[config.mk]
export PLATFORM = sky130hd
export DESIGN_NAME = acq_top
export DESIGN_NICKNAME = d
export VERILOG_FILES = /design/src/common/acq_pkg.sv /design/src/fifo/acq_fifo.sv /design/src/design/acq_regs.sv /design/src/design/acq_axis_framer.sv /design/src/design/acq_top.sv
export VERILOG_INCLUDE_DIRS = /design/src /design/src/common
export SDC_FILE = /design/constraint.sdc
export NUM_CORES = 1
export LEC_CHECK = 0
export ABC_AREA = 1
export BUFFER_PORTS_ARGS = -buffer_cell sky130_fd_sc_hd__buf_4
export CORE_ASPECT_RATIO = 0.5
export CORE_UTILIZATION = 37
export CTS_CLUSTER_DIAMETER = 60
export DETAILED_ROUTE_END_ITERATION = 6
export SLEW_MARGIN = 20
export SYNTH_ARGS = -nofsm -noshare
export SYNTH_HDL_FRONTEND = slang
export SYNTH_SLANG_ARGS = --single-unit
[constraint.sdc]
create_clock -name clock_i -period 4.9 [get_ports clock_i]
set_input_delay 1.225 -clock clock_i [delete_from_list [all_inputs] [get_ports clock_i]]
set_output_delay 1.225 -clock clock_i [all_outputs]
set_load 0.02 [all_outputs]
[src/common/acq_defines.svh]
`ifndef ACQ_DEFINES_SVH
`define ACQ_DEFINES_SVH

// ------------------------------
// Sample and stream widths
// ------------------------------

// One antenna sample from the front end
`define ACQ_SAMPLE_BITS 24

// AXI4-Stream payload width
// Samples sit zero-extended in the low bits
`define ACQ_TDATA_BITS 32

// ------------------------------
// Buffering and framing
// ------------------------------

// Log2 of the sample FIFO depth (16 entries)
`define ACQ_FIFO_DEPTH_LOG2 4

// Words in one stream packet
`define ACQ_PACKET_LEN 16

// ------------------------------
// Register bus
// ------------------------------

`define ACQ_WB_ADDR_BITS 2
`define ACQ_WB_DATA_BITS 8

// Stream address is reserved and reads back zero
`define ACQ_ADDR_STREAM 2'd0
`define ACQ_ADDR_SYSTEM 2'd3

`endif

[src/common/acq_pkg.sv]
`include "acq_defines.svh"

package acq_pkg;

   // Raw antenna sample as captured
   typedef logic [`ACQ_SAMPLE_BITS-1:0] acq_sample_t;

   // Word carried on TDATA
   typedef logic [`ACQ_TDATA_BITS-1:0] acq_tdata_t;

   // ------------------------------
   // System register layouts
   // ------------------------------

   // Status layout returned on reads
   typedef struct packed {
      logic       enabled;
      // Framer is part way through a packet
      logic       stream_active;
      logic [1:0] rsvd_hi;
      // Sticky, set when a sample was dropped
      logic       oflow;
      logic [2:0] rsvd_lo;
   } acq_status_t;

   // Control layout taken from writes
   typedef struct packed {
      logic       enable_req;
      // Lower bits carry nothing on a write
      logic [6:0] unused;
   } acq_control_t;

   // Same byte, read one way and written another
   typedef union packed {
      acq_status_t  status;
      acq_control_t control;
   } acq_system_u;

endpackage

[src/fifo/acq_fifo.sv]
`include "acq_defines.svh"

module acq_fifo
   import acq_pkg::*;
(
   input  logic        clock_i,
   input  logic        M_AXIS_ARESETN,
   // Sample strobe and capture enable
   input  logic        push_i,
   input  logic        enable_i,
   input  acq_sample_t data_i,
   // Stream side pops the head word
   input  logic        pop_i,
   output acq_sample_t data_o,
   output logic        not_empty_o,
   // One cycle pulse for each lost sample
   output logic        drop_o
);

   localparam int ABITS = `ACQ_FIFO_DEPTH_LOG2;
   localparam int DEPTH = 1 << ABITS;

   acq_sample_t    mem [DEPTH];
   // Extra MSB tells full from empty
   logic [ABITS:0] wr_ptr;
   logic [ABITS:0] rd_ptr;
   logic           empty;
   logic           full;
   logic           wr_req;
   logic           wr_en;
   logic           rd_en;

   // ------------------------------
   // Flags
   // ------------------------------

   assign empty = wr_ptr == rd_ptr;
   // Same slot but a lap apart
   assign full  = (wr_ptr[ABITS] != rd_ptr[ABITS])
                  && (wr_ptr[ABITS-1:0] == rd_ptr[ABITS-1:0]);

   // Capture only while enabled
   assign wr_req = push_i && enable_i;
   // Full is judged before any pop this cycle
   assign wr_en  = wr_req && !full;
   assign drop_o = wr_req && full;
   assign rd_en  = pop_i && !empty;

   // Head word is visible before it is popped
   assign data_o      = mem[rd_ptr[ABITS-1:0]];
   assign not_empty_o = !empty;

   // ------------------------------
   // Storage and pointers
   // ------------------------------

   always_ff @(posedge clock_i)
   begin
      if (wr_en)
         mem[wr_ptr[ABITS-1:0]] <= data_i;
   end

   always_ff @(posedge clock_i)
   begin
      if (!M_AXIS_ARESETN)
      begin
         wr_ptr <= '0;
         rd_ptr <= '0;
      end
      else
      begin
         // Both may move in the same cycle
         if (wr_en)
            wr_ptr <= wr_ptr + 1'b1;
         if (rd_en)
            rd_ptr <= rd_ptr + 1'b1;
      end
   end

endmodule

[src/design/acq_regs.sv]
`include "acq_defines.svh"

module acq_regs
   import acq_pkg::*;
(
   input  logic                         clock_i,
   input  logic                         M_AXIS_ARESETN,
   // Pipelined Wishbone style slave port
   input  logic                         cyc_i,
   input  logic                         stb_i,
   input  logic                         we_i,
   input  logic [`ACQ_WB_ADDR_BITS-1:0] adr_i,
   input  logic [`ACQ_WB_DATA_BITS-1:0] dat_i,
   output logic                         ack_o,
   output logic [`ACQ_WB_DATA_BITS-1:0] dat_o,
   // Status coming in from the datapath
   input  logic                         drop_i,
   input  logic                         stream_active_i,
   // Control going out to the datapath
   output logic                         enable_o,
   output logic                         oflow_o
);

   logic        xfer;
   logic        sys_sel;
   logic        store;
   acq_system_u wr_word;
   acq_system_u rd_word;
   logic        enable_q;
   logic        oflow_q;

   // ------------------------------
   // Bus decode
   // ------------------------------

   // Every cycle with cyc and stb is a transfer
   assign xfer    = cyc_i && stb_i;
   assign sys_sel = adr_i == `ACQ_ADDR_SYSTEM;
   // Only the system register is writable
   assign store   = xfer && we_i && sys_sel;

   // Incoming byte seen through the control layout
   assign wr_word = dat_i;

   // Outgoing byte built through the status layout
   always_comb
   begin
      rd_word                      = '0;
      rd_word.status.enabled       = enable_q;
      rd_word.status.stream_active = stream_active_i;
      rd_word.status.oflow         = oflow_q;
   end

   // No wait states, ack follows one cycle later
   always_ff @(posedge clock_i)
   begin
      if (!M_AXIS_ARESETN)
         ack_o <= 1'b0;
      else
         ack_o <= xfer;
   end

   // Read data is loaded alongside ack
   always_ff @(posedge clock_i)
   begin
      if (xfer)
      begin
         // Stream and reserved addresses return zero
         if (!we_i && sys_sel)
            dat_o <= rd_word;
         else
            dat_o <= '0;
      end
   end

   // ------------------------------
   // Control and status state
   // ------------------------------

   always_ff @(posedge clock_i)
   begin
      if (!M_AXIS_ARESETN)
      begin
         enable_q <= 1'b0;
         oflow_q  <= 1'b0;
      end
      else
      begin
         if (store)
            enable_q <= wr_word.control.enable_req;
         // A fresh drop wins over a clearing write
         if (drop_i)
            oflow_q <= 1'b1;
         else if (store)
            oflow_q <= 1'b0;
      end
   end

   assign enable_o = enable_q;
   assign oflow_o  = oflow_q;

endmodule

[src/design/acq_axis_framer.sv]
`include "acq_defines.svh"

module acq_axis_framer
   import acq_pkg::*;
(
   input  logic        clock_i,
   input  logic        M_AXIS_ARESETN,
   // Head of the sample FIFO
   input  acq_sample_t head_i,
   input  logic        not_empty_i,
   output logic        pop_o,
   // AXI4-Stream master
   input  logic        m_axis_tready_i,
   output logic        m_axis_tvalid_o,
   output acq_tdata_t  m_axis_tdata_o,
   output logic        m_axis_tlast_o,
   // Packet in progress, for the status register
   output logic        stream_active_o
);

   localparam int CNT_BITS = $clog2(`ACQ_PACKET_LEN);
   localparam logic [CNT_BITS-1:0] LAST_CNT = CNT_BITS'(`ACQ_PACKET_LEN - 1);
   localparam int PAD_BITS = `ACQ_TDATA_BITS - `ACQ_SAMPLE_BITS;

   // Words already sent in the current packet
   logic [CNT_BITS-1:0] word_cnt;
   logic                handshake;
   logic                at_last;

   // ------------------------------
   // Stream outputs
   // ------------------------------

   // Any buffered sample is offered at once
   assign m_axis_tvalid_o = not_empty_i;
   // Upper byte padded with zeros
   assign m_axis_tdata_o  = {{PAD_BITS{1'b0}}, head_i};

   // Word moves on valid and ready together
   assign handshake = not_empty_i && m_axis_tready_i;
   assign pop_o     = handshake;

   // TLAST comes straight from the count
   assign at_last        = word_cnt == LAST_CNT;
   assign m_axis_tlast_o = not_empty_i && at_last;

   // Mid packet whenever the count is off zero
   assign stream_active_o = word_cnt != '0;

   // ------------------------------
   // Packet word counter
   // ------------------------------

   always_ff @(posedge clock_i)
   begin
      if (!M_AXIS_ARESETN)
         word_cnt <= '0;
      else if (handshake)
      begin
         // Wrap after the word carrying TLAST
         if (at_last)
            word_cnt <= '0;
         else
            word_cnt <= word_cnt + 1'b1;
      end
   end

endmodule

[src/design/acq_top.sv]
`include "acq_defines.svh"

module acq_top
   import acq_pkg::*;
(
   input  logic                         clock_i,
   input  logic                         M_AXIS_ARESETN,
   // Antenna sample input
   input  logic                         strobe_i,
   input  acq_sample_t                  signal_i,
   // Register bus
   input  logic                         cyc_i,
   input  logic                         stb_i,
   input  logic                         we_i,
   input  logic [`ACQ_WB_ADDR_BITS-1:0] adr_i,
   input  logic [`ACQ_WB_DATA_BITS-1:0] dat_i,
   output logic                         ack_o,
   output logic [`ACQ_WB_DATA_BITS-1:0] dat_o,
   // Sample stream out
   input  logic                         m_axis_tready_i,
   output logic                         m_axis_tvalid_o,
   output acq_tdata_t                   m_axis_tdata_o,
   output logic                         m_axis_tlast_o,
   // Debug status
   output logic                         enabled_o,
   output logic                         oflow_o
);

   logic        acq_enable;
   logic        fifo_drop;
   logic        fifo_pop;
   logic        fifo_not_empty;
   acq_sample_t fifo_head;
   logic        stream_active;

   // Control and status registers
   acq_regs i_acq_regs (
      .clock_i         (clock_i),
      .M_AXIS_ARESETN  (M_AXIS_ARESETN),
      .cyc_i           (cyc_i),
      .stb_i           (stb_i),
      .we_i            (we_i),
      .adr_i           (adr_i),
      .dat_i           (dat_i),
      .ack_o           (ack_o),
      .dat_o           (dat_o),
      .drop_i          (fifo_drop),
      .stream_active_i (stream_active),
      .enable_o        (acq_enable),
      .oflow_o         (oflow_o)
   );

   // Strobe is gated by enable inside the FIFO
   acq_fifo i_acq_fifo (
      .clock_i        (clock_i),
      .M_AXIS_ARESETN (M_AXIS_ARESETN),
      .push_i         (strobe_i),
      .enable_i       (acq_enable),
      .data_i         (signal_i),
      .pop_i          (fifo_pop),
      .data_o         (fifo_head),
      .not_empty_o    (fifo_not_empty),
      .drop_o         (fifo_drop)
   );

   // Packetizes the FIFO head onto the stream
   acq_axis_framer i_acq_axis_framer (
      .clock_i         (clock_i),
      .M_AXIS_ARESETN  (M_AXIS_ARESETN),
      .head_i          (fifo_head),
      .not_empty_i     (fifo_not_empty),
      .pop_o           (fifo_pop),
      .m_axis_tready_i (m_axis_tready_i),
      .m_axis_tvalid_o (m_axis_tvalid_o),
      .m_axis_tdata_o  (m_axis_tdata_o),
      .m_axis_tlast_o  (m_axis_tlast_o),
      .stream_active_o (stream_active)
   );

   assign enabled_o = acq_enable;

endmodule

# After elaboration in Yosys (flattened, before gate mapping)
# Memories as Yosys holds them, arrays and structs flattened. A register that Yosys moved wholly into a read port is not among the register bits.
# Cells that the tools add are included.
dict set report classes {
  add_sub_neg 3
  n_mul 0
  n_div 0
  order_cmp 0
  n_eq_ne 5
  n_shift 0
  mux 7
  bitwise_logic 0
  reduce_logical 16
}
# op count
set ops {}
lappend ops {{$mux 4} 3}
lappend ops {{$logic_and 1x1->1} 11}
lappend ops {{$add 5x1->5 const B} 2}
lappend ops {{$eq 5x5->1} 1}
lappend ops {{$add 4x1->4 const B} 1}
lappend ops {{$eq 4x4->1} 1}
lappend ops {{$eq 4x4->1 const B} 1}
lappend ops {{$mux 1} 4}
lappend ops {{$reduce_bool 4->1} 1}
lappend ops {{$logic_not 1->1} 3}
lappend ops {{$eq 2x2->1 const B} 1}
lappend ops {{$reduce_bool 2->1} 1}
lappend ops {{$ne 1x1->1} 1}
dict set report totals {
  regBits 25
  latch_bits 0
  ram_bits 384
  rom_bits 0
  in_bits 41
  wordCells 40
  mem_count 1
}
# memory depth width read_ports rd_ports_with_merged_regs write_ports line_no
set memory_table {}
lappend memory_table {i_acq_fifo.mem 16 24 1 1 1 acq_fifo.sv:23} ;# acq_sample_t mem [DEPTH];

# Depth between registers and ports, before layout
dict set report logic_depth {
  ltp_word 6
  mapped_depth 10
  ltp_nobuf 9
}

# Modules after synthesis
# From an unflattened synthesis, not the netlist that was laid out.
dict set report hier_totals {
  hier_cells 1441
  hier_area_um2 17185.2
}
# mod n_inst cells_each area_per_inst_um2 seq_area_each_um2
set by_module_without_submodules {}
lappend by_module_without_submodules {acq_fifo 1 1341 16410.7 11811.3}
lappend by_module_without_submodules {acq_axis_framer 1 67 486.7 80.1}
lappend by_module_without_submodules {acq_regs 1 33 287.8 150.1}

# Least setup slack after synthesis
# OpenSTA, ideal clock, no wires.
dict set report synth_timing {
  path_kind {input-to-reg}
  start {input port strobe_i}
  end {memory i_acq_fifo.mem[3][0] in the netlist's numbering (enable)}
  setup_time_ps 435
  t_arrival_ps 3222
  required_ps 4465
  setup_slack_ps 1243
  stages 4
  n_path_buf 0
  path_cell_list {nand2_1 inv_1 nand2_4 nor3_1}
}
dict set report synth_between {
  elab_chain_len 4
}
# element line_no
set synth_lines {}
lappend synth_lines {{start, declared} acq_top.sv:9} ;# input logic strobe_i,
lappend synth_lines {{$logic_and 1x1->1} acq_fifo.sv:43} ;# assign wr_req = push_i && enable_i;
lappend synth_lines {{$logic_and 1x1->1} acq_fifo.sv:45} ;# assign wr_en = wr_req && !full;
lappend synth_lines {{$mux 1} acq_fifo.sv:59} ;# if (wr_en)
lappend synth_lines {{$mux 1 (not written as such)} acq_fifo.sv:60} ;# mem[wr_ptr[ABITS-1:0]] <= data_i;
lappend synth_lines {{end, declared} acq_fifo.sv:23}
# Every way passes these cells.

==> flow_summary.ini <==
[timing]
hold_violations = 0
finalSetupViolCount = 0
final.min_clock_period_ns = 3.86
maxSlewViolCount = 0
post-route-period-util_pct = 78.8
relSlewSlack_pct = 32.8
worstMarginPinSlew_ns = 1.01
max_freq_ghz = 0.259
finalClockSkew_ns = 0.0300
fin_tns_setup_ns = 0
timing.hold.ws_ns = 0.501
setup_ws_ns = 1.04
rsz0062_at_grt = false

[critical_path]
critPathMaxStageDelay_ns = 0.81
timing.critical_path.required_ns = 3.67
critical-path-slowest-cell = dfxtp_4
reg2reg_slack_ns = 2.19
crit_type = flop to output pin
crit_path_max_fanout = 124
path_cells = buf_12, a21oi_1, o21ai_1, nand3_1, nand3_1, nand2_1, buf_4
crit_family = flip-flops
rr_worst_depth = 9
reg2reg_to = i_acq_fifo.mem[10][21]
r2r-start = i_acq_fifo.wr_ptr[2]
critical_path_cell_count = 7
cp-start-kind = flop
worstPathArrival_ns = 2.64
cpMostUsedCell = nand3_1
setup.worst_path.end_class = output pin
cp.buffers_inverters = 2

[yosys]
syn_avg_cell_area_um2 = 12.1
ys_seq_area_share_pct = 70.8
yosys_register_bits = 408
ys_warn_count = 0
synthCells = 1408
synth.area.mux_share_pct = 0
ys_types = 31
yosys.area_share.simple_pct = 9.85
synth-adder-area-share_pct = 0.515
synth_top_family_by_area = compound AO/OA/AOI/OAI gates
synth_compound_area_share_pct = 10.3
synth_area_um2 = 17000
synth_xor_area_share_pct = 0.456

[grt]
grt_antenna_before_repair = 1
grt_pass1_vias = 9562
grt_max_degree = 125
grt-ovfl-total = 0
grt_first_pass_wirelength_um = 57000
grt_usage_pct = 15.9

[drt]
wl_met2_um = 16400
wl_met1_um = 18400
dr.first_iter.drc_count = 1016
vias = 10320
top_layer_used = met5
vias_per_cell = 4.93
firstDrtPassIters = 7
ant_nets = 0
wl_per_cell_um = 17.8
wl_um = 37300
met3_length_um = 1890
drc = 0

[floorplan]
core_um2 = 45300
rows = 55
ios = 86
start_util_pct = 37.5
die_area_um2 = 46800
die_h_um = 154
dieWidth_um = 305

[power]
p_leak_nw = 6.88
total_power_mw = 7.54
power.internal_mw = 5.73
clockPowerShare_pct = 38.9
power_frac_comb_pct = 9.6
powerDensity_nw_per_um2 = 387
vdd_drop_max_mv = 0.216
switching_share_pct = 24.1
switchingPower_mw = 1.82
seqPwrFrac_pct = 51.4

[clock_network]
clkSinkCount = 408
cts.htree.levels = 2
cts_tree = built
postCtsSetupBuffers = 0
clockBufferDepth = 3
insertion_delay_ns = 0.56
cts_buffers = 40
clk_pin_slew_ns = 0.06
post_cts_resized = 0
cts-hold-fix-buffers = 0
root_buffer = clkbuf_16

[layout]
diodes = 0
fill_cells = 4163
drive_gt1_share_pct = 12.6
layout_common_cells = edfxtp_1, inv_1, nand2_1, nand3_1, a21oi_1
nNetsFinal = 1514
final_common_cell = edfxtp_1
syn2layout_area_growth_pct = 14.6
fin_util_pct = 43.0

[placement]
post-place-ws_ns = 1.39
numPortBuffers = 65
hpwl_um = 19600
place.gp.congestion = 0.715

[run_status]
status = complete, no violations

[flow_run]
cap_violations = 0

[min_path]
hold_path.class = flop to flop
hold_start = i_acq_axis_framer.word_cnt[3]
min_path_cells = 2
min_to = i_acq_axis_framer.word_cnt[3]
[per-layer routing]
metal	global-route usage, %	up-vias
met1	24.0	4977
li1	-	5046
met5	0	-
met3	2.62	52
met4	3.63	2
met2	23.9	243
[area by class of cell]
type                            count  area, µm²  share of cell area, %
Sequential cell                   408      12100                   61.9
Multi-Input combinational cell    699       3750                   19.3
Clock buffer                       53       1090                   5.60
Timing Repair Buffer               99        853                   4.38
Inverter                          218        818                   4.20
Tap cell                          598        748                   3.84
Clock inverter                     20        158                  0.810
[kinds of logic after synthesis]
family | Yosys count
DFF | 408
and+or+nand+nor | 369
xor gates and xnor gates | 8
buffers and inverters | 313
other | 1
adders and majority gates | 7
AOI/OAI and AO/OA | 302
[power by group through the flow]
stage,Sequential (mW),Clock [mW],Combinational (mW)
after detailed placement,3.96,0,0.731
after global placement,3.96,0,0.723
final,3.88,2.94,0.728
after floorplan,3.91,0,0.573
after CTS,3.88,2.99,0.735
after global routing,3.89,3.14,0.816
[cell usage after synthesis]
| library cell | n | area (µm²) |
|---|---|---|
| edfxtp_1 | 387 | 11600 |
| inv_1 | 212 | 796 |
| nand2_1 | 160 | 601 |
| nand3_1 | 160 | 801 |
| a21oi_1 | 109 | 546 |
| o211ai_1 | 96 | 721 |
| o21ai_0 | 62 | 310 |
| o21ai_1 | 35 | 175 |
| buf_4 | 33 | 248 |
| nor2_1 | 30 | 113 |
| clkbuf_1 | 28 | 105 |
| dfxtp_1 | 21 | 420 |
| buf_2 | 19 | 95.1 |
| buf_1 | 10 | 37.5 |
| ha_1 | 7 | 87.6 |
| inv_2 | 6 | 22.5 |
| buf_6 | 5 | 56.3 |
| xor2_1 | 5 | 43.8 |
| nand3b_1 | 3 | 22.5 |
| nand4_1 | 3 | 18.8 |
| nor3_1 | 3 | 15.0 |
| nand2_2 | 2 | 12.5 |
| nand3_4 | 2 | 35.0 |
| nor2_4 | 2 | 22.5 |
| xnor2_1 | 2 | 17.5 |
| and3_1 | 1 | 6.26 |
| conb_1 | 1 | 3.75 |
| nand2_4 | 1 | 11.3 |
| nand3_2 | 1 | 10.0 |
| or2_2 | 1 | 6.26 |
| xnor2_2 | 1 | 16.3 |
[state kept, by name, summed over array words and instances, names as in the netlist, named ones only]
signal / cells
i_acq_regs.enable_o: 1
i_acq_axis_framer.word_cnt: 4
i_acq_fifo.wr_ptr: 5
i_acq_regs.oflow_o: 1
i_acq_regs.dat_o: 3
i_acq_fifo.mem: 384
i_acq_regs.ack_o: 1
i_acq_fifo.rd_ptr: 5
[through the flow]
step / instances / area (µm²)
2_1_floorplan: 1420 / 17000
3_3_place_gp: 2019 / 18100
3_5_place_dp: 2019 / 18100
4_1_cts: 2092 / 19400
5_1_grt: 2095 / 19500
6_report: 2095 / 19500
[worst min-delay path: cells and delay by family, from the launching register on]
| kind | cells | cell delay, ns |
|---|---|---|
| AO/OA/AOI/OAI | 1 | 0.05 |
| AND/OR/NAND/NOR | 1 | 0.07 |
| flip-flops | 1 | 0.33 |
[worst max path at each step]
stage	start	to	slack, ns
after floorplan	strobe_i	i_acq_fifo.mem[3][0]	1.24
after global placement	strobe_i	i_acq_fifo.mem[10][10]	1.43
after detailed placement	strobe_i	i_acq_fifo.mem[10][10]	1.39
after CTS	flop	m_axis_tdata_o[11]	1.02
after global routing	flop	m_axis_tdata_o[17]	0.78
final	flop	m_axis_tdata_o[11]	1.04
Note: power is estimated with default switching activity, not from simulation.
